==> src/hdl/track_consts.svh <==
// steering controller constants
// speed width, proximity speed table, steering offsets
// miss counter width and default limit, apb register offsets
`ifndef TRACK_CONSTS_SVH
`define TRACK_CONSTS_SVH

// signed wheel speed in deg/s
`define TRK_DPS_W 16

// forward speeds, nearest object gets the slowest
`define TRK_VEL0 100
`define TRK_VEL1 150
`define TRK_VEL2 200
`define TRK_VEL3 300
`define TRK_VEL4 400
`define TRK_VEL5 500

// slow-side reduction, grows toward the image edge
`define TRK_OFS1 100
`define TRK_OFS2 150
`define TRK_OFS3 200
`define TRK_OFS4 250

// miss counter, ~50 ms frames x 63 is about 3 s of search
`define TRK_CNT_W     6
`define TRK_LIMIT_RST 63

// apb byte offsets
`define TRK_REG_CTRL  4'h0
`define TRK_REG_LIMIT 4'h4
`define TRK_REG_STAT  4'h8
`define TRK_REG_MOTOR 4'hC

`endif

==> src/hdl/track_pkg.sv <==
// tracker types
// state enum, camera frame report, motor command, run configuration
`include "track_consts.svh"

package track_pkg;

  // tracker state, also read back through STAT[1:0]
  typedef enum logic [1:0] {
    st_off,     // disabled, motors stopped
    st_track,   // object in the last frame
    st_search,  // object missing, steer to last position
    st_lost     // miss limit reached, motors stopped
  } trk_state_e;

  // one camera report, 12 bits
  typedef struct packed {
    logic       valid;      // one-cycle strobe per frame
    logic [7:0] centroid;   // position pattern, zero when nothing seen
    logic [2:0] proximity;  // 0 far .. 5 near, 6/7 too close
  } frame_t;

  // wheel speeds in deg/s
  typedef struct packed {
    logic signed [`TRK_DPS_W-1:0] left;
    logic signed [`TRK_DPS_W-1:0] right;
  } motor_cmd_t;

  // software controls from the register block
  typedef struct packed {
    logic                  enable;
    logic [`TRK_CNT_W-1:0] limit;  // empty frames allowed before lost
  } trk_cfg_t;

endpackage

==> src/hdl/track_regs.sv <==
// apb register block
// CTRL and LIMIT registers, STAT and MOTOR read-back
// zero wait states, pslverr on unmapped offsets
`timescale 1ns/1ps
`include "track_consts.svh"

module track_regs import track_pkg::*; (
  input  logic                  rst,      // clock
  input  logic                  clk,      // async reset, active high
  input  logic                  psel,
  input  logic                  penable,
  input  logic                  pwrite,
  input  logic [3:0]            paddr,
  input  logic [31:0]           pwdata,
  output logic [31:0]           prdata,
  output logic                  pready,
  output logic                  pslverr,
  output trk_cfg_t              cfg,
  input  trk_state_e            state,
  input  logic [`TRK_CNT_W-1:0] miss_cnt,
  input  motor_cmd_t            motor
);

  logic wr_en;   // access phase of a write
  logic mapped;  // paddr hits a register

  assign wr_en  = psel && penable && pwrite;
  assign pready = 1'b1;  // never stalls

  always_ff @(posedge rst or posedge clk) begin
    if (clk) begin
      cfg.enable <= 1'b0;
      cfg.limit  <= `TRK_CNT_W'(`TRK_LIMIT_RST);
    end else if (wr_en) begin
      case (paddr)
        `TRK_REG_CTRL:  cfg.enable <= pwdata[0];
        `TRK_REG_LIMIT: cfg.limit  <= pwdata[`TRK_CNT_W-1:0];
        default: ;  // STAT, MOTOR are read only, rest unmapped
      endcase
    end
  end

  // read mux, combinational on paddr
  always_comb begin
    prdata = '0;
    mapped = 1'b1;
    case (paddr)
      `TRK_REG_CTRL:  prdata[0] = cfg.enable;
      `TRK_REG_LIMIT: prdata[`TRK_CNT_W-1:0] = cfg.limit;
      `TRK_REG_STAT: begin
        prdata[1:0]            = state;
        prdata[8 +: `TRK_CNT_W] = miss_cnt;  // bits 13:8
      end
      `TRK_REG_MOTOR: prdata = {motor.right, motor.left};  // left in low half
      default:        mapped = 1'b0;
    endcase
  end

  // error only in the access phase
  assign pslverr = psel && penable && !mapped;

endmodule

==> src/hdl/miss_timer.sv <==
// miss timer
// counts consecutive empty frames, saturates at the programmed limit
`timescale 1ns/1ps
`include "track_consts.svh"

module miss_timer import track_pkg::*; (
  input  logic                  rst,  // clock
  input  logic                  clk,  // async reset, active high
  input  trk_cfg_t              cfg,
  input  frame_t                frame,
  output logic [`TRK_CNT_W-1:0] miss_cnt,
  output logic                  expired
);

  // also true at once when limit is lowered under the count
  assign expired = (miss_cnt >= cfg.limit);

  always_ff @(posedge rst or posedge clk) begin
    if (clk) begin
      miss_cnt <= '0;
    end else if (!cfg.enable) begin
      miss_cnt <= '0;  // disabled, start fresh
    end else if (frame.valid) begin
      if (|frame.centroid)
        miss_cnt <= '0;  // object seen
      else if (!expired)
        miss_cnt <= miss_cnt + 1'b1;
      // else hold, saturated
    end
  end

endmodule

==> src/hdl/track_fsm.sv <==
// tracker state machine
// off, track, search and lost, stepped once per registered frame
`timescale 1ns/1ps

module track_fsm import track_pkg::*; (
  input  logic       rst,  // clock
  input  logic       clk,  // async reset, active high
  input  trk_cfg_t   cfg,
  input  frame_t     frame,
  input  logic       expired,
  output trk_state_e state
);

  logic       frm_q;  // frame strobe one cycle late
  logic       obj_q;  // that frame held an object
  logic       en_q;   // enable delayed, for edge detect
  trk_state_e state_nxt;

  // align with the timer, which updates on the frame edge itself
  always_ff @(posedge rst or posedge clk) begin
    if (clk) begin
      frm_q <= 1'b0;
      obj_q <= 1'b0;
      en_q  <= 1'b0;
    end else begin
      frm_q <= frame.valid;
      obj_q <= frame.valid && (|frame.centroid);
      en_q  <= cfg.enable;
    end
  end

  always_comb begin
    state_nxt = state;  // hold between frames
    if (!cfg.enable) begin
      state_nxt = st_off;
    end else if (state == st_off && !en_q) begin
      state_nxt = st_search;  // just enabled, steer to stored frame
    end else if (frm_q) begin
      if (obj_q)
        state_nxt = st_track;
      else if (expired)
        state_nxt = st_lost;
      else
        state_nxt = st_search;
    end
  end

  always_ff @(posedge rst or posedge clk) begin
    if (clk)
      state <= st_off;
    else
      state <= state_nxt;
  end

endmodule

==> src/hdl/steer_calc.sv <==
// steering calculation
// holds the last object frame, looks up base speed and side offset
// registers both wheel speeds, zero outside track and search
`timescale 1ns/1ps
`include "track_consts.svh"

module steer_calc import track_pkg::*; (
  input  logic       rst,  // clock
  input  logic       clk,  // async reset, active high
  input  frame_t     frame,
  input  trk_state_e state,
  output motor_cmd_t motor
);

  logic [7:0]                   cent_q;  // last nonzero centroid
  logic [2:0]                   prox_q;  // its proximity
  logic signed [`TRK_DPS_W-1:0] vel;     // base speed
  logic signed [`TRK_DPS_W-1:0] ofs;     // slow-side reduction
  logic signed [`TRK_DPS_W-1:0] slow;
  logic                         rev;     // backing away
  logic                         run;

  // last known position, empty frames leave it alone
  always_ff @(posedge rst or posedge clk) begin
    if (clk) begin
      cent_q <= '0;
      prox_q <= '0;
    end else if (frame.valid && (|frame.centroid)) begin
      cent_q <= frame.centroid;
      prox_q <= frame.proximity;
    end
  end

  // proximity to speed, far is fast
  always_comb begin
    case (prox_q)
      3'd0:    vel = `TRK_DPS_W'(`TRK_VEL5);
      3'd1:    vel = `TRK_DPS_W'(`TRK_VEL4);
      3'd2:    vel = `TRK_DPS_W'(`TRK_VEL3);
      3'd3:    vel = `TRK_DPS_W'(`TRK_VEL2);
      3'd4:    vel = `TRK_DPS_W'(`TRK_VEL1);
      3'd5:    vel = `TRK_DPS_W'(`TRK_VEL0);
      3'd6:    vel = `TRK_DPS_W'(-`TRK_VEL0);  // too close, back off
      default: vel = `TRK_DPS_W'(-`TRK_VEL1);
    endcase
  end

  assign rev = (prox_q[2:1] == 2'b11);  // codes 6 and 7

  // distance from centre, mirrored on both halves
  always_comb begin
    case (cent_q)
      8'h80, 8'h01: ofs = `TRK_DPS_W'(`TRK_OFS4);  // image edge
      8'h40, 8'h02: ofs = `TRK_DPS_W'(`TRK_OFS3);
      8'h20, 8'h04: ofs = `TRK_DPS_W'(`TRK_OFS2);
      8'h10, 8'h08: ofs = `TRK_DPS_W'(`TRK_OFS1);
      default:      ofs = '0;  // wide or odd pattern
    endcase
  end

  // in reverse the slow wheel moves toward zero from below
  assign slow = rev ? (vel + ofs) : (vel - ofs);
  assign run  = (state == st_track) || (state == st_search);

  always_ff @(posedge rst or posedge clk) begin
    if (clk) begin
      motor <= '0;
    end else if (!run) begin
      motor <= '0;  // off or lost
    end else if (cent_q[4:3] == 2'b11) begin
      motor.left  <= vel;  // centred
      motor.right <= vel;
    end else if (|cent_q[3:0]) begin
      motor.left  <= rev ? vel : slow;  // target on the left half
      motor.right <= rev ? slow : vel;
    end else if (|cent_q[7:4]) begin
      motor.left  <= rev ? slow : vel;  // right half
      motor.right <= rev ? vel : slow;
    end else begin
      motor <= '0;  // nothing stored yet
    end
  end

endmodule

==> src/hdl/track_top.sv <==
// steering controller top
// apb registers, miss timer, tracker fsm and steering
`timescale 1ns/1ps
`include "track_consts.svh"

module track_top import track_pkg::*; (
  input  logic        rst,  // clock
  input  logic        clk,  // async reset, active high
  input  logic        psel,
  input  logic        penable,
  input  logic        pwrite,
  input  logic [3:0]  paddr,
  input  logic [31:0] pwdata,
  output logic [31:0] prdata,
  output logic        pready,
  output logic        pslverr,
  input  frame_t      frame,  // one report per valid strobe
  output motor_cmd_t  motor
);

  trk_cfg_t              cfg;
  trk_state_e            state;
  logic [`TRK_CNT_W-1:0] miss_cnt;
  logic                  expired;

  track_regs u_regs (
    .rst      (rst),
    .clk      (clk),
    .psel     (psel),
    .penable  (penable),
    .pwrite   (pwrite),
    .paddr    (paddr),
    .pwdata   (pwdata),
    .prdata   (prdata),
    .pready   (pready),
    .pslverr  (pslverr),
    .cfg      (cfg),
    .state    (state),
    .miss_cnt (miss_cnt),
    .motor    (motor)  // read-back
  );

  miss_timer u_timer (
    .rst      (rst),
    .clk      (clk),
    .cfg      (cfg),
    .frame    (frame),
    .miss_cnt (miss_cnt),
    .expired  (expired)
  );

  track_fsm u_fsm (
    .rst     (rst),
    .clk     (clk),
    .cfg     (cfg),
    .frame   (frame),
    .expired (expired),
    .state   (state)
  );

  steer_calc u_steer (
    .rst   (rst),
    .clk   (clk),
    .frame (frame),
    .state (state),
    .motor (motor)
  );

endmodule

==> config.mk <==
export PLATFORM = sky130hd
export DESIGN_NAME = track_top
export DESIGN_NICKNAME = d
export VERILOG_FILES = /design/src/hdl/track_pkg.sv /design/src/hdl/track_regs.sv /design/src/hdl/miss_timer.sv /design/src/hdl/track_fsm.sv /design/src/hdl/steer_calc.sv /design/src/hdl/track_top.sv
export VERILOG_INCLUDE_DIRS = /design/src /design/src/hdl
export SDC_FILE = /design/constraint.sdc
export NUM_CORES = 1
export LEC_CHECK = 0
export BUFFER_PORTS_ARGS = -buffer_cell sky130_fd_sc_hd__buf_2
export CAP_MARGIN = 20
export CORE_MARGIN = 5
export CORE_UTILIZATION = 46
export DETAILED_ROUTE_END_ITERATION = 6
export PLACE_DENSITY = 0.79
export SLEW_MARGIN = 20
export SYNTH_ARGS = -nofsm -noshare
export SYNTH_HDL_FRONTEND = slang
export SYNTH_SLANG_ARGS = --single-unit
==> constraint.sdc <==
create_clock -name rst -period 8.5 [get_ports rst]
set_input_delay 0.425 -clock rst [delete_from_list [all_inputs] [get_ports rst]]
set_output_delay 0.425 -clock rst [all_outputs]
set_load 0.02 [all_outputs]
* Word level (Yosys, flattened, before mapping)
Cells that the tools add are included.
** Operators by class
- Divide/modulo/power cells :: 0
- Add/subtract/negate cells :: 3
- Multiplexer cells :: 25
- Reduce and logical (&&, ||, !) cells :: 22
- Shift-type cells :: 0
- Eq/ne operators :: 24
- Multipliers :: 0
- Order comparisons :: 1
- Bitwise logic cells :: 0
** Operators by type and width (count)
- 2-to-1 mux 32 bit :: 4
- case mux 16 bit (7 select lines) :: 1
- 2-to-1 mux 16 bit :: 3
- case mux 8 bit (4 select lines) :: 1
- 2-to-1 mux 6 bit :: 4
- 2-to-1 mux 18 bit :: 1
- adder 16 x 9 -> 16 bit :: 1
- subtractor 16 x 9 -> 16 bit :: 1
- case mux 6 bit (2 select lines) :: 1
- OR reduction 4 bit :: 3
- 2-to-1 mux 2 bit :: 5
- equality test 3 bit (second input constant) :: 3
- equality test 4 bit (second input constant) :: 2
- equality test 8 x 1 -> 1 bit (second input constant) :: 1
- equality test 8 x 2 -> 1 bit (second input constant) :: 1
- equality test 8 x 3 -> 1 bit (second input constant) :: 1
- equality test 8 x 4 -> 1 bit (second input constant) :: 1
- equality test 8 x 5 -> 1 bit (second input constant) :: 1
- equality test 8 x 6 -> 1 bit (second input constant) :: 1
- equality test 8 x 7 -> 1 bit (second input constant) :: 1
- equality test 8 bit (second input constant) :: 1
- case mux 4 bit (2 select lines) :: 1
- OR reduction 2 bit :: 4
- OR reduction 8 bit :: 1
- other kinds (20) :: 31
** Storage, ports and cells
- Bits in latches :: 0
- Memory bits (read-only) :: 0
- Output and inout port bits :: 66
- Memory bits (writable) :: 0
- Input port bits :: 53
- Bits in registers :: 61
- Memories :: 0

* Longest topological paths before layout
Gate-level depths: netlist (run 1).
- Word-level depth :: 10
- Depth in mapped cells :: 16
- Mapped depth without buffers :: 15

* Cells and area by module
Synthesis (run 1) repeated with hierarchy kept, for this count alone.
** Unflattened totals
- Cells, all modules :: 583
- Area, all modules :: 4890.9 um2
** Modules (own cells, without submodules)
- steer_calc :: times used 1, seq. area each 1026.0 um2, area an instance 3487.1 um2, cells each 439
- track_regs :: times used 1, seq. area each 182.7 um2, area an instance 671.9 um2, cells each 67
- miss_timer :: times used 1, seq. area each 150.1 um2, area an instance 535.5 um2, cells each 61
- track_fsm :: times used 1, seq. area each 125.1 um2, area an instance 196.4 um2, cells each 16

* Worst setup path before layout (run 1)
No wires, ideal clock.
- Kind :: reg-to-reg
- From :: register u_steer.cent_q[4]
- To :: register, netlist name u_steer.motor[30]
- Library setup time :: 139 ps
- Data required time :: 8361 ps
- Clock period less this slack :: 3722 ps
- Data arrival time :: 3583 ps
- Setup slack :: 4778 ps
- Cell stages (with the launch flop) :: 15
- Path buffers :: 0
- Cell sequence :: dfrtp_1 -> or4_4 -> or4_4 -> nand2_1 -> inv_1 -> ha_1 -> nand2_1 -> o21ai_2 -> ha_1 -> a21o_1 -> a21oi_1 -> or3b_2 -> o21bai_1 -> xor2_1 -> o21ai_0
** Between the ends
- Word-level cells in the longest chain between the ends :: 10
- Elaborated cells on any way between the ends :: 24
** RTL lines
- from (decl) :: line steer_calc.sv:15 : logic [7:0] cent_q;
- from (signal assigned) :: line steer_calc.sv:29 : cent_q <= frame.centroid;
- equality test 8 x 5 -> 1 bit (tied with other cells) :: line steer_calc.sv:52 : case (cent_q)
- OR reduction 2 bit :: line steer_calc.sv:52
- case mux 8 bit (4 select lines) :: line steer_calc.sv:52
- subtractor 16 x 9 -> 16 bit / adder 16 x 9 -> 16 bit (equally long branches) :: line steer_calc.sv:62 : assign slow = rev ? (vel + ofs) : (vel - ofs);
- 2-to-1 mux 16 bit :: line steer_calc.sv:62
- 2-to-1 mux 16 bit :: line steer_calc.sv:77 : motor.left <= rev ? slow : vel;
- 2-to-1 mux 32 bit :: line steer_calc.sv:76 : end else if (|cent_q[7:4]) begin
- 2-to-1 mux 32 bit :: line steer_calc.sv:73 : end else if (|cent_q[3:0]) begin
- 2-to-1 mux 32 bit (*) :: line steer_calc.sv:70 : end else if (cent_q[4:3] == 2'b11) begin
- 2-to-1 mux 32 bit (*) :: line steer_calc.sv:68 : end else if (!run) begin
Mark *: on every way between the ends. The rest lies on a longest branch, timed or not.
A chain may end at the register's enable or synchronous reset.

* Worst setup path in the final report (run 1)
- From :: register u_steer.cent_q[3]
- To :: register, netlist name u_steer.motor[30]
** Between the ends
- Word-level cells in the longest chain between the ends :: 10
- Elaborated cells on any way between the ends :: 24
** RTL lines (line)
- equality test 8 x 5 -> 1 bit (tied with other cells) :: steer_calc.sv:52
- OR reduction 2 bit :: steer_calc.sv:52
- case mux 8 bit (4 select lines) :: steer_calc.sv:52
- subtractor 16 x 9 -> 16 bit / adder 16 x 9 -> 16 bit (equally long branches) :: steer_calc.sv:62
- 2-to-1 mux 16 bit :: steer_calc.sv:62
- 2-to-1 mux 16 bit :: steer_calc.sv:77
- 2-to-1 mux 32 bit :: steer_calc.sv:76
- 2-to-1 mux 32 bit :: steer_calc.sv:73
- 2-to-1 mux 32 bit (*) :: steer_calc.sv:70
- 2-to-1 mux 32 bit (*) :: steer_calc.sv:68
Marks and branches as above.

==> results of run 1 <==
registers in the layout, indices dropped and copies added (netlist names):
signal            count
u_steer.motor        30
u_steer.cent_q        8
u_regs.cfg            7
u_timer.miss_cnt      6
u_steer.prox_q        3
u_fsm.state           2
u_fsm.en_q            1
u_fsm.frm_q           1
u_fsm.obj_q           1
layout make-up:
class                   count  area share [%]
clock buffers              14            3.21
clock inverters             2           0.197
inverters                  23            1.70
multi-input cells         423            53.5
flip-flops and latches     59            29.2
well taps                 133            3.28
repair buffers             89            8.83
worst min-delay path, stage by stage:
cell and delay (ns):
sky130_fd_sc_hd__buf_2 0.10, sky130_fd_sc_hd__inv_2 0.03, sky130_fd_sc_hd__buf_4 0.55
cells by family after synthesis:
logic type | share of synthesized area [%]
buffers and inverters | 5.98
adders and majority gates | 6.90
other | 0.168
xor gates and xnor gates | 3.93
DFF | 33.3
muxes | 2.97
and+or+nand+nor | 23.3
AOI/OAI and AO/OA | 23.5
routing by layer:
metal | vias to the layer above | wire, um | global-route usage, %
li1 | 2042 | - | -
met1 | 1966 | 4780 | 25.1
met2 | 160 | 5660 | 34.1
met3 | 15 | 704 | 3.22
met4 | 0 | 259 | 8.57
met5 | - | 0 | 0
cell usage in the layout, fill, tap and decap left out, types with 7 or more instances in the layout:
| cell type | synthesis | final |
|---|---|---|
| sky130_fd_sc_hd__a21oi_1 | 30 | 30 |
| sky130_fd_sc_hd__nand2_1 | 74 | 74 |
| sky130_fd_sc_hd__xnor2_1 | 8 | 8 |
| sky130_fd_sc_hd__xor2_1 | 12 | 12 |
| sky130_fd_sc_hd__and2_1 | 22 | 22 |
| sky130_fd_sc_hd__o21ai_0 | 45 | 45 |
| sky130_fd_sc_hd__nor2_1 | 32 | 32 |
| sky130_fd_sc_hd__dfrtp_1 | 53 | 53 |
| sky130_fd_sc_hd__a22oi_1 | 8 | 8 |
| sky130_fd_sc_hd__inv_1 | 22 | 21 |
| sky130_fd_sc_hd__a22o_1 | 8 | 8 |
| sky130_fd_sc_hd__mux2i_1 | 11 | 11 |
| sky130_fd_sc_hd__nand3_1 | 9 | 9 |
| sky130_fd_sc_hd__clkbuf_8 | 0 | 11 |
| sky130_fd_sc_hd__a21o_1 | 10 | 10 |
| sky130_fd_sc_hd__o31ai_1 | 7 | 7 |
| sky130_fd_sc_hd__nor3_1 | 13 | 13 |
| sky130_fd_sc_hd__buf_2 | 6 | 88 |
| sky130_fd_sc_hd__nor2b_1 | 7 | 7 |
| sky130_fd_sc_hd__nand2b_1 | 11 | 11 |
| sky130_fd_sc_hd__ha_1 | 23 | 23 |
power by group:
part	internal [mW]	switching [mW]	total, mW	leakage [nW]
logic	0.106	0.172	0.278	1.77
clock network	0.121	0.101	0.222	0.0905
registers	0.311	0.0335	0.345	0.771
how the worst max path moves through the flow:
stage,cells after the start,end,startpoint
after floorplan,14,u_steer.motor[30]$_DFF_PP0_,u_steer.cent_q[4]$_DFFE_PP0P_
after global placement,14,u_steer.motor[30]$_DFF_PP0_,u_steer.cent_q[3]$_DFFE_PP0P_
after detailed placement,14,u_steer.motor[30]$_DFF_PP0_,u_steer.cent_q[3]$_DFFE_PP0P_
after CTS,14,u_steer.motor[30]$_DFF_PP0_,u_steer.cent_q[3]$_DFFE_PP0P_
after global routing,14,u_steer.motor[30]$_DFF_PP0_,u_steer.cent_q[3]$_DFFE_PP0P_
final,14,u_steer.motor[30]$_DFF_PP0_,u_steer.cent_q[3]$_DFFE_PP0P_
per-stage QoR:
stage          util [%]  hold WS, ns
5_1_grt            52.9        0.285
2_1_floorplan         -        0.352
3_3_place_gp       51.1        0.511
4_1_cts            52.9        0.266
3_5_place_dp       51.1        0.530
6_report           52.9        0.276
==> flow_summary.rst, run 1 <==
.. list-table::
   :header-rows: 1

   * - Metric
     - Value
   * - FMAX
     - 0.228 GHz
   * - Arrival time of data at the critical path endpoint
     - 4.57 ns
   * - 1st-iter DRT viols
     - 305
   * - Overall routing resource usage
     - 20.0%
   * - Average wire length per cell after detail routing
     - 15.3 um
   * - CP Max Fanout
     - 15
   * - Area taken by multi-input logic gates
     - 0.00272 mm^2
   * - Clock Latency Late Sink
     - 0.34 ns
   * - Worst min-delay path category
     - in -> async
   * - Final worst clock skew
     - approximately 0.0096 ns
   * - Initial cell density of the core
     - 46.5%
   * - Number of buffers added for setup after CTS
     - 0
   * - Combined area of all synthesized cells
     - 0.00446 mm^2
   * - Width of the die
     - 108 um
   * - Path type of the worst setup path
     - reg -> reg
   * - Std-Cell Core Area
     - between 0.009 and 0.01 mm^2
   * - Sequential fraction of the synthesis area
     - 33.3%
   * - Final Max Slew Viols
     - 0
   * - Library cell with the highest instance count after synthesis
     - sky130_fd_sc_hd__nand2_1
   * - Warning count from the yosys run
     - 0
   * - Critical path buffer and inverter count
     - 1
   * - Num CTS Buffers
     - 9
   * - Cell family with most CP delay
     - simple AND/OR/NAND/NOR gates
   * - Non-filler instance count after layout
     - 743
   * - FF+latch count, synth
     - just under 60
   * - Top post-synthesis cells by count
     - sky130_fd_sc_hd__nand2_1, sky130_fd_sc_hd__dfrtp_1, sky130_fd_sc_hd__o21ai_0, sky130_fd_sc_hd__nor2_1, sky130_fd_sc_hd__a21oi_1
   * - Leak
     - 2.64 nW
   * - Layout area overhead
     - 13.8%
   * - Main area contributors after synthesis
     - sky130_fd_sc_hd__dfrtp_1, sky130_fd_sc_hd__ha_1, sky130_fd_sc_hd__nand2_1, sky130_fd_sc_hd__o21ai_0, sky130_fd_sc_hd__dfstp_2
   * - Pwr Density
     - roughly 170 mW/mm^2
   * - Dpl cell area
     - 0.00490 mm^2
   * - Critical path startpoint category
     - flip-flop
   * - Maximum buffer depth of the clock tree
     - 2
   * - R2r setup slk
     - slightly above 4 ns
   * - Setup repair after global routing missed its margin
     - false
   * - Slack of the critical path
     - a little over 4 ns
   * - Vias per cell
     - 5.63
   * - Synthesized instance count
     - ~540
   * - Cells resized by post-CTS repair
     - 0
   * - Via count of the first global-routing pass
     - 3,952
   * - Die Outline Area
     - approximately 0.012 mm^2
   * - Number of buffers inserted by hold repair at cts
     - 0
   * - Post-route setup TNS
     - 0 ns
   * - Largest net degree at the start of global routing
     - 60
   * - Worst-Margin Slew
     - roughly 0.73 ns
   * - Global-route congestion overflow total
     - 0
   * - CTS clock-pin slew for the worst setup and hold paths
     - 0.07 ns
   * - IR drop worst, VDD
     - 0.0620 mV
   * - Run status
     - finished, final reports clean
   * - Share of Yosys cell area claimed by the top area cell type
     - 29.7%
   * - Antenna-violating nets left
     - 0
   * - Number of inserted diodes
     - 0
   * - Depth of the CTS H-tree
     - 3
   * - Number of enable flip-flop cells after synthesis
     - 0
   * - Die Y
     - 108 um
   * - Via count
     - between 4,000 and 5,000
   * - Chain of cells forming the critical path
     - or4_4 > or4_4 > nand2_1 > inv_1 > ha_1 > nand2_1 > o21ai_2 > ha_1 > a21o_1 > a21oi_1 > or3b_2 > o21bai_1 > xor2_1 > o21ai_0
   * - Row count
     - 36
   * - Net total in the final layout
     - 682
   * - Post-layout instance area
     - 0.00507 mm^2
   * - Dominant synthesized flop cell
     - sky130_fd_sc_hd__dfrtp_1
   * - HPWL after detailed placement
     - 8720 um
   * - Hold violation total from the final report
     - 0
   * - Layout cells sized above 1
     - roughly 20%
   * - Count of cells along the worst register-to-register path
     - 14
   * - CTS tree
     - yes
   * - Mean cell area of the mapped netlist
     - between 8 and 9 um^2
   * - Final worst path period need
     - 4.39 ns
   * - Reg2reg start
     - u_steer.cent_q[3]$_DFFE_PP0P_
   * - Number of top-level design ports
     - between 100 and 150
   * - Biggest area consumer among synthesized cells
     - sky130_fd_sc_hd__dfrtp_1
   * - Routability Congestion
     - between 0.9 and 1
   * - Buffers added on ports
     - 88
   * - Sequential Area
     - between 0.001 and 0.0015 mm^2
   * - Final setup violating endpoints
     - 0
   * - Sum of routed wire length over all layers
     - 11,400 um
   * - First-pass GRT wire length
     - between 15,000 and 20,000 um
   * - Remaining max-slew budget at the tightest pin
     - 51.2%
   * - Length of the first detailed-routing pass in iterations
     - 5
   * - Drt drc
     - 0
   * - Number of max-cap violations
     - 0
   * - Clock tree root driver cell
     - sky130_fd_sc_hd__clkbuf_8
   * - Fraction of registers with async set/reset
     - 100%
   * - Worst reg2reg endpoint
     - u_steer.motor[30]$_DFF_PP0_
   * - Portion of the clock cycle consumed by the worst path in the final layout
     - ~52%
   * - Post-Place Worst Slack
     - about 4.2 ns
   * - Critical path data required time
     - 8.68 ns
   * - Fill cell total of the finished layout
     - 884
   * - Slowest stage cell, crit path
     - sky130_fd_sc_hd__or4_4
   * - Distinct cells, synth
     - 66
   * - Critical path capture point type
     - flip-flop
   * - Number of antenna violations at the first check in global routing
     - 0
   * - Post-Place Cells
     - 727
   * - Max stage delay on crit path
     - 0.58 ns
   * - Sinks on Clock Net
     - between 50 and 60
   * - Power consumption
     - roughly 0.84 mW
(Power assumes the default switching activity.)
==> run 2, diff against run 1 <==
clock period = 4.11 ns   (was 8.5 ns; I/O delays follow)
==> flow_summary.rst, run 2 (synthesis gave the netlist of run 1 again) <==
.. list-table::
   :header-rows: 1

   * - Metric
     - Value
   * - Post-route setup TNS
     - 0 ns
   * - Power consumption
     - roughly 1.7 mW
   * - Clock Latency Late Sink
     - 0.34 ns
   * - Number of inserted diodes
     - 0
   * - FMAX
     - 0.260 GHz
   * - Setup repair after global routing missed its margin
     - false
   * - Width of the die
     - 108 um
   * - Layout cells sized above 1
     - between 20% and 30%
   * - Critical path startpoint category
     - flip-flop
   * - Hold violation total from the final report
     - 0
   * - Buffers added on ports
     - about 90
   * - Vias per cell
     - 5.56
   * - Std-Cell Core Area
     - 0.00959 mm^2
   * - Flip-flop count of the largest register after layout
     - 30
   * - Layout area overhead
     - 15.8%
   * - CTS clock-pin slew for the worst setup and hold paths
     - 0.07 ns
   * - Commonest non-fill, non-tap cell in the layout
     - sky130_fd_sc_hd__buf_2
   * - Num CTS Buffers
     - 9
   * - Largest net degree at the start of global routing
     - 60
   * - Depth of the CTS H-tree
     - 3
   * - IR drop worst, VDD
     - 0.129 mV
   * - Die Outline Area
     - 0.0118 mm^2
   * - Sum of routed wire length over all layers
     - 11,700 um
   * - Worst-Margin Slew
     - between 0.7 and 0.8 ns
   * - Critical path data required time
     - 4.35 ns
   * - Drt drc
     - 0
   * - Run status
     - finished, final reports clean
   * - Number of buffers inserted by hold repair at cts
     - 0
   * - Final worst clock skew
     - between 0.01 and 0.015 ns
   * - Final setup violating endpoints
     - 0
   * - Regs by FF count
     - u_steer.motor x30, u_steer.cent_q x8, u_regs.cfg x7
   * - Average wire length per cell after detail routing
     - 15.5 um
   * - Sinks on Clock Net
     - 59
   * - Overall routing resource usage
     - 20.5%
   * - Number of antenna violations at the first check in global routing
     - 0
   * - Antenna-violating nets left
     - 0
   * - Remaining max-slew budget at the tightest pin
     - 52.0%
   * - Critical path capture point type
     - flip-flop
   * - Fill cell total of the finished layout
     - approximately 890
   * - Die Y
     - 108 um
   * - CTS tree
     - yes
   * - Final worst path period need
     - 3.84 ns
   * - Worst min-delay path category
     - in -> reg
   * - Clock tree root driver cell
     - sky130_fd_sc_hd__clkbuf_8
   * - Number of top-level design ports
     - 119
   * - Number of max-cap violations
     - 0
   * - Arrival time of data at the critical path endpoint
     - 4.09 ns
   * - Maximum buffer depth of the clock tree
     - 2
   * - Post-layout instance area
     - 0.00516 mm^2
   * - Path type of the worst setup path
     - reg -> reg
   * - Leak
     - 2.68 nW
   * - Initial cell density of the core
     - 46.5%
   * - Largest Register
     - u_steer.motor
   * - Dpl cell area
     - 0.00497 mm^2
   * - Pwr Density
     - between 300 and 400 mW/mm^2
   * - Share of the core filled with cells
     - 53.8%
   * - CP Max Fanout
     - 15
   * - Final Max Slew Viols
     - 0
   * - Net total in the final layout
     - 694
   * - Global-route congestion overflow total
     - 0
   * - Via count
     - 4,186
   * - First-pass GRT wire length
     - 19,300 um
   * - Post-Place Cells
     - 736
   * - HPWL after detailed placement
     - 9110 um
   * - Row count
     - 36
   * - Portion of the clock cycle consumed by the worst path in the final layout
     - 93.5%
   * - Via count of the first global-routing pass
     - 4,059
   * - Routability Congestion
     - just under 0.9
   * - Non-filler instance count after layout
     - 753
   * - Most frequent cells in the layout
     - sky130_fd_sc_hd__buf_2, sky130_fd_sc_hd__nand2_1, sky130_fd_sc_hd__dfrtp_1
   * - Length of the first detailed-routing pass in iterations
     - 5
   * - 1st-iter DRT viols
     - 296
[run 2: cell type report]
| class | instances | area, um^2 | area share [%] |
|---|---|---|---|
| Clock buffer | 14 | 153 | 2.96 |
| Inverter | 23 | 86.3 | 1.67 |
| Multi-Input combinational cell | 423 | 2740 | 53.0 |
| Sequential cell | 59 | 1480 | 28.7 |
| Tap cell | 133 | 166 | 3.22 |
| Timing Repair Buffer | 101 | 538 | 10.4 |
[run 2: power by group]
part           leakage, nW  internal [mW]  switching [mW]  total, mW
Combinational         1.83          0.237           0.386      0.623
Clock               0.0766          0.229           0.198      0.428
Sequential           0.771          0.644          0.0516      0.696
[run 2: through the flow]
stage | hold slack, ns | setup WS, ns
6_report | 0.0590 | 0.265
5_1_grt | 0.0622 | 0.0121
4_1_cts | 0.0483 | 0.137
3_5_place_dp | 0.408 | 0.165
3_3_place_gp | 0.397 | 0.241
2_1_floorplan | 0.237 | 0.388
[run 2: metal layers]
layer	up-vias	GRT usage (%)	wire length (um)
li1	2063	-	-
met1	1984	25.4	4910
met2	122	35.7	5910
met3	17	3.76	641
met4	0	7.39	227
met5	-	0	0
[run 2: worst paths after layout]
| path | from | to | slack [ns] | cells past startpoint |
|---|---|---|---|---|
| setup reg to reg | u_steer.cent_q[4]$_DFFE_PP0P_ | u_steer.motor[7]$_DFF_PP0_ | 0.27 | 15 |
| hold / removal | frame[0] | u_steer.prox_q[0]$_DFFE_PP0P_ | 0.06 | 3 |
| max in group asynchronous | clk | u_steer.cent_q[0]$_DFFE_PP0P_ | 3.56 | 3 |
| min in group asynchronous | clk | u_steer.motor[22]$_DFF_PP0_ | 0.07 | 3 |
| setup / recovery | u_steer.cent_q[4]$_DFFE_PP0P_ | u_steer.motor[7]$_DFF_PP0_ | 0.27 | 15 |
| hold reg to reg | u_regs.cfg[4]$_DFFE_PP1P_ | u_regs.cfg[4]$_DFFE_PP1P_ | 0.53 | 2 |
[run 2: critical path, cell delays in order (launching register included)]
cell	delay [ns]
sky130_fd_sc_hd__dfrtp_1	0.39
sky130_fd_sc_hd__buf_4	0.19
sky130_fd_sc_hd__or4b_2	0.65
sky130_fd_sc_hd__o21ai_0	0.10
sky130_fd_sc_hd__and3b_1	0.20
sky130_fd_sc_hd__inv_1	0.05
sky130_fd_sc_hd__ha_1	0.20
sky130_fd_sc_hd__nor2_1	0.13
sky130_fd_sc_hd__xnor2_1	0.15
sky130_fd_sc_hd__ha_1	0.29
sky130_fd_sc_hd__nor2b_1	0.18
sky130_fd_sc_hd__o31ai_1	0.28
sky130_fd_sc_hd__a21boi_0	0.22
sky130_fd_sc_hd__o31ai_1	0.37
sky130_fd_sc_hd__a22oi_1	0.14
sky130_fd_sc_hd__a21oi_1	0.21
[run 2: repair_timing]
item,in CTS,in global routing
gates resized for setup,0,3
setup buffers,0,3
setup endpoints to repair,0,3
hold endpoints to repair,0,0
==> run 3, diff against run 2 <==
PLACE_DENSITY = unset   (was 0.79)
PLACE_DENSITY_LB_ADDON = 0.3   (was unset)
==> flow_summary.rst, run 3 (synthesis gave the netlist of run 1 again) <==
.. list-table::
   :header-rows: 1

   * - Metric
     - Value
   * - Run status
     - finished, final reports clean
   * - Clk network pwr share
     - 28.9%
   * - Hold violation total from the final report
     - 0
   * - Switching power total
     - 0.664 mW
   * - Critical path startpoint category
     - flip-flop
   * - Worst-Margin Slew
     - 0.726 ns
   * - Routability Congestion
     - 0.886
   * - Post-Place Cells
     - 738
   * - Final Max Slew Viols
     - 0
   * - Share of total power consumed by net switching
     - 36.2%
   * - First-pass GRT wire length
     - 18,800 um
   * - Maximum buffer depth of the clock tree
     - 2
   * - Largest net degree at the start of global routing
     - 60
   * - Worst reg2reg endpoint
     - u_steer.motor[8]$_DFF_PP0_
   * - Slowest stage cell, crit path
     - sky130_fd_sc_hd__or4b_2
   * - CTS tree
     - yes
   * - Length of the first detailed-routing pass in iterations
     - 5
   * - Layout area overhead
     - 16.5%
   * - Vias per cell
     - ~5.5
   * - IR drop worst, VDD
     - 0.138 mV
   * - Leak
     - 2.69 nW
   * - Post-route setup TNS
     - 0 ns
   * - CP Max Fanout
     - 15
   * - Average wire length per cell after detail routing
     - 15.0 um
   * - Commonest non-fill, non-tap cell in the layout
     - sky130_fd_sc_hd__buf_2
   * - Worst min-delay path category
     - in -> async
   * - Die Outline Area
     - 0.0118 mm^2
   * - Layout cells sized above 1
     - 22.4%
   * - Count of cells along the worst register-to-register path
     - 15
   * - Buffers added on ports
     - 88
   * - Arrival time of data at the critical path endpoint
     - 4.07 ns
   * - FMAX
     - 0.260 GHz
   * - HPWL after detailed placement
     - 8910 um
   * - Final worst path period need
     - 3.84 ns
   * - Fill cell total of the finished layout
     - 890
   * - Regs by FF count
     - u_steer.motor x30, u_steer.cent_q x8, u_regs.cfg x7
   * - Most frequent cells in the layout
     - sky130_fd_sc_hd__buf_2, sky130_fd_sc_hd__nand2_1, sky130_fd_sc_hd__dfrtp_1
   * - Critical path capture point type
     - flip-flop
   * - Overall routing resource usage
     - 19.9%
   * - Initial cell density of the core
     - 46.5%
   * - Antenna-violating nets left
     - 0
   * - Path type of the worst setup path
     - reg -> reg
   * - Row count
     - 36
   * - Via count of the first global-routing pass
     - 3,925
   * - Critical path data required time
     - ~4.3 ns
   * - R2r setup slk
     - 0.27 ns
   * - Pwr Density
     - 353 mW/mm^2
   * - Critical path buffer and inverter count
     - 3
   * - Global-route congestion overflow total
     - 0
   * - Power share of the combinational group
     - 33.5%
   * - Clock tree root driver cell
     - sky130_fd_sc_hd__clkbuf_8
   * - Non-filler instance count after layout
     - approximately 750
   * - Die Y
     - between 100 and 150 um
   * - Number of antenna violations at the first check in global routing
     - 0
   * - Internal Pwr Total
     - 1.17 mW
   * - Std-Cell Core Area
     - 0.00959 mm^2
   * - Number of top-level design ports
     - 119
   * - Sinks on Clock Net
     - 59
   * - Depth of the CTS H-tree
     - 3
   * - Max stage delay on crit path
     - 0.66 ns
   * - Sum of routed wire length over all layers
     - ~11,000 um
   * - Chain of cells forming the critical path
     - buf_4 > or4b_2 > o21ai_0 > and3b_1 > inv_1 > ha_1 > mux2i_1 > inv_1 > ha_1 > a21o_1 > nand4_1 > a21oi_1 > o21a_1 > o21ai_0 > a32o_1
   * - Minimum hold slack
     - 0.0593 ns
   * - Setup repair after global routing missed its margin
     - false
   * - Share of the core filled with cells
     - ~54%
   * - Largest Register
     - u_steer.motor
   * - Sequential group share of total power
     - about 38%
   * - CTS clock-pin slew for the worst setup and hold paths
     - 0.07 ns
   * - Cell family with most CP delay
     - compound AO/OA/AOI/OAI gates
   * - Final setup violating endpoints
     - 0
   * - Flip-flop count of the largest register after layout
     - 30
   * - Final worst clock skew
     - 0.0106 ns
   * - Width of the die
     - 108 um
   * - Net total in the final layout
     - 693
   * - Clock Latency Late Sink
     - 0.34 ns
   * - 1st-iter DRT viols
     - 231
   * - Drt drc
     - 0
   * - Remaining max-slew budget at the tightest pin
     - roughly half
   * - Reg2reg start
     - u_steer.cent_q[4]$_DFFE_PP0P_
   * - Number of max-cap violations
     - 0
   * - Num CTS Buffers
     - 9
   * - Number of inserted diodes
     - 0
   * - Via count
     - about 4,200
   * - Portion of the clock cycle consumed by the worst path in the final layout
     - 93.4%
## run 3: worst max-delay path by stage
stage | startpoint | end | slack, ns | cells after the start
2_1_floorplan | u_steer.cent_q[4]$_DFFE_PP0P_ | u_steer.motor[30]$_DFF_PP0_ | 0.39 | 14
3_3_place_gp | u_steer.cent_q[2]$_DFFE_PP0P_ | u_steer.motor[30]$_DFF_PP0_ | 0.23 | 14
3_5_place_dp | u_steer.cent_q[2]$_DFFE_PP0P_ | u_steer.motor[30]$_DFF_PP0_ | 0.20 | 14
4_1_cts | u_steer.cent_q[2]$_DFFE_PP0P_ | u_steer.motor[30]$_DFF_PP0_ | 0.17 | 14
5_1_grt | u_steer.cent_q[2]$_DFFE_PP0P_ | u_steer.motor[30]$_DFF_PP0_ | 0.008 | 14
6_report | u_steer.cent_q[4]$_DFFE_PP0P_ | u_steer.motor[8]$_DFF_PP0_ | 0.27 | 15
## run 3: layer usage
metal | track usage (%) | wire length, um | vias to the layer above
met5 | 0 | 0 | -
met4 | 5.86 | 159 | 0
met3 | 3.28 | 631 | 15
met2 | 35.0 | 5680 | 111
met1 | 25.0 | 4870 | 1991
li1 | - | - | 2063
## run 3: power by group through the flow
stage               sequential [mW]  combinational, mW  clock (mW)
CTS                           0.690              0.608       0.542
floorplan                     0.717              0.430           0
global placement              0.699              0.589           0
global route                  0.699              0.688       0.573
finish                        0.690              0.615       0.530
detailed placement            0.701              0.604           0
## run 3: per-stage QoR
stage	cell area, um^2	setup WS, ns	power [mW]
after global placement	4980	0.227	1.29
final	5200	0.270	1.83
after detailed placement	4980	0.204	1.30
after floorplan	4470	0.388	1.15
after global routing	5200	0.00814	1.96
after CTS	5190	0.172	1.84
## run 3: area by class of cell
| class | instances | area, um^2 | area share, % |
|---|---|---|---|
| tap | 133 | 166 | 3.20 |
| timing repair buffer | 100 | 531 | 10.2 |
| sequential | 59 | 1480 | 28.6 |
| inverter | 23 | 86.3 | 1.66 |
| clock buffer | 10 | 138 | 2.65 |
| multi-input combinational | 423 | 2730 | 52.5 |
| clock inverter | 6 | 65.1 | 1.25 |
## run 3: worst min-delay path: stages
cell and delay, ns:
sky130_fd_sc_hd__buf_2 0.10, sky130_fd_sc_hd__inv_2 0.03, sky130_fd_sc_hd__buf_4 0.55
## run 3: repair_timing
item	4_1_cts	5_1_grt
setup buffers	0	0
hold buffers	0	0
resized for setup	0	3
setup endpoints to repair	0	3
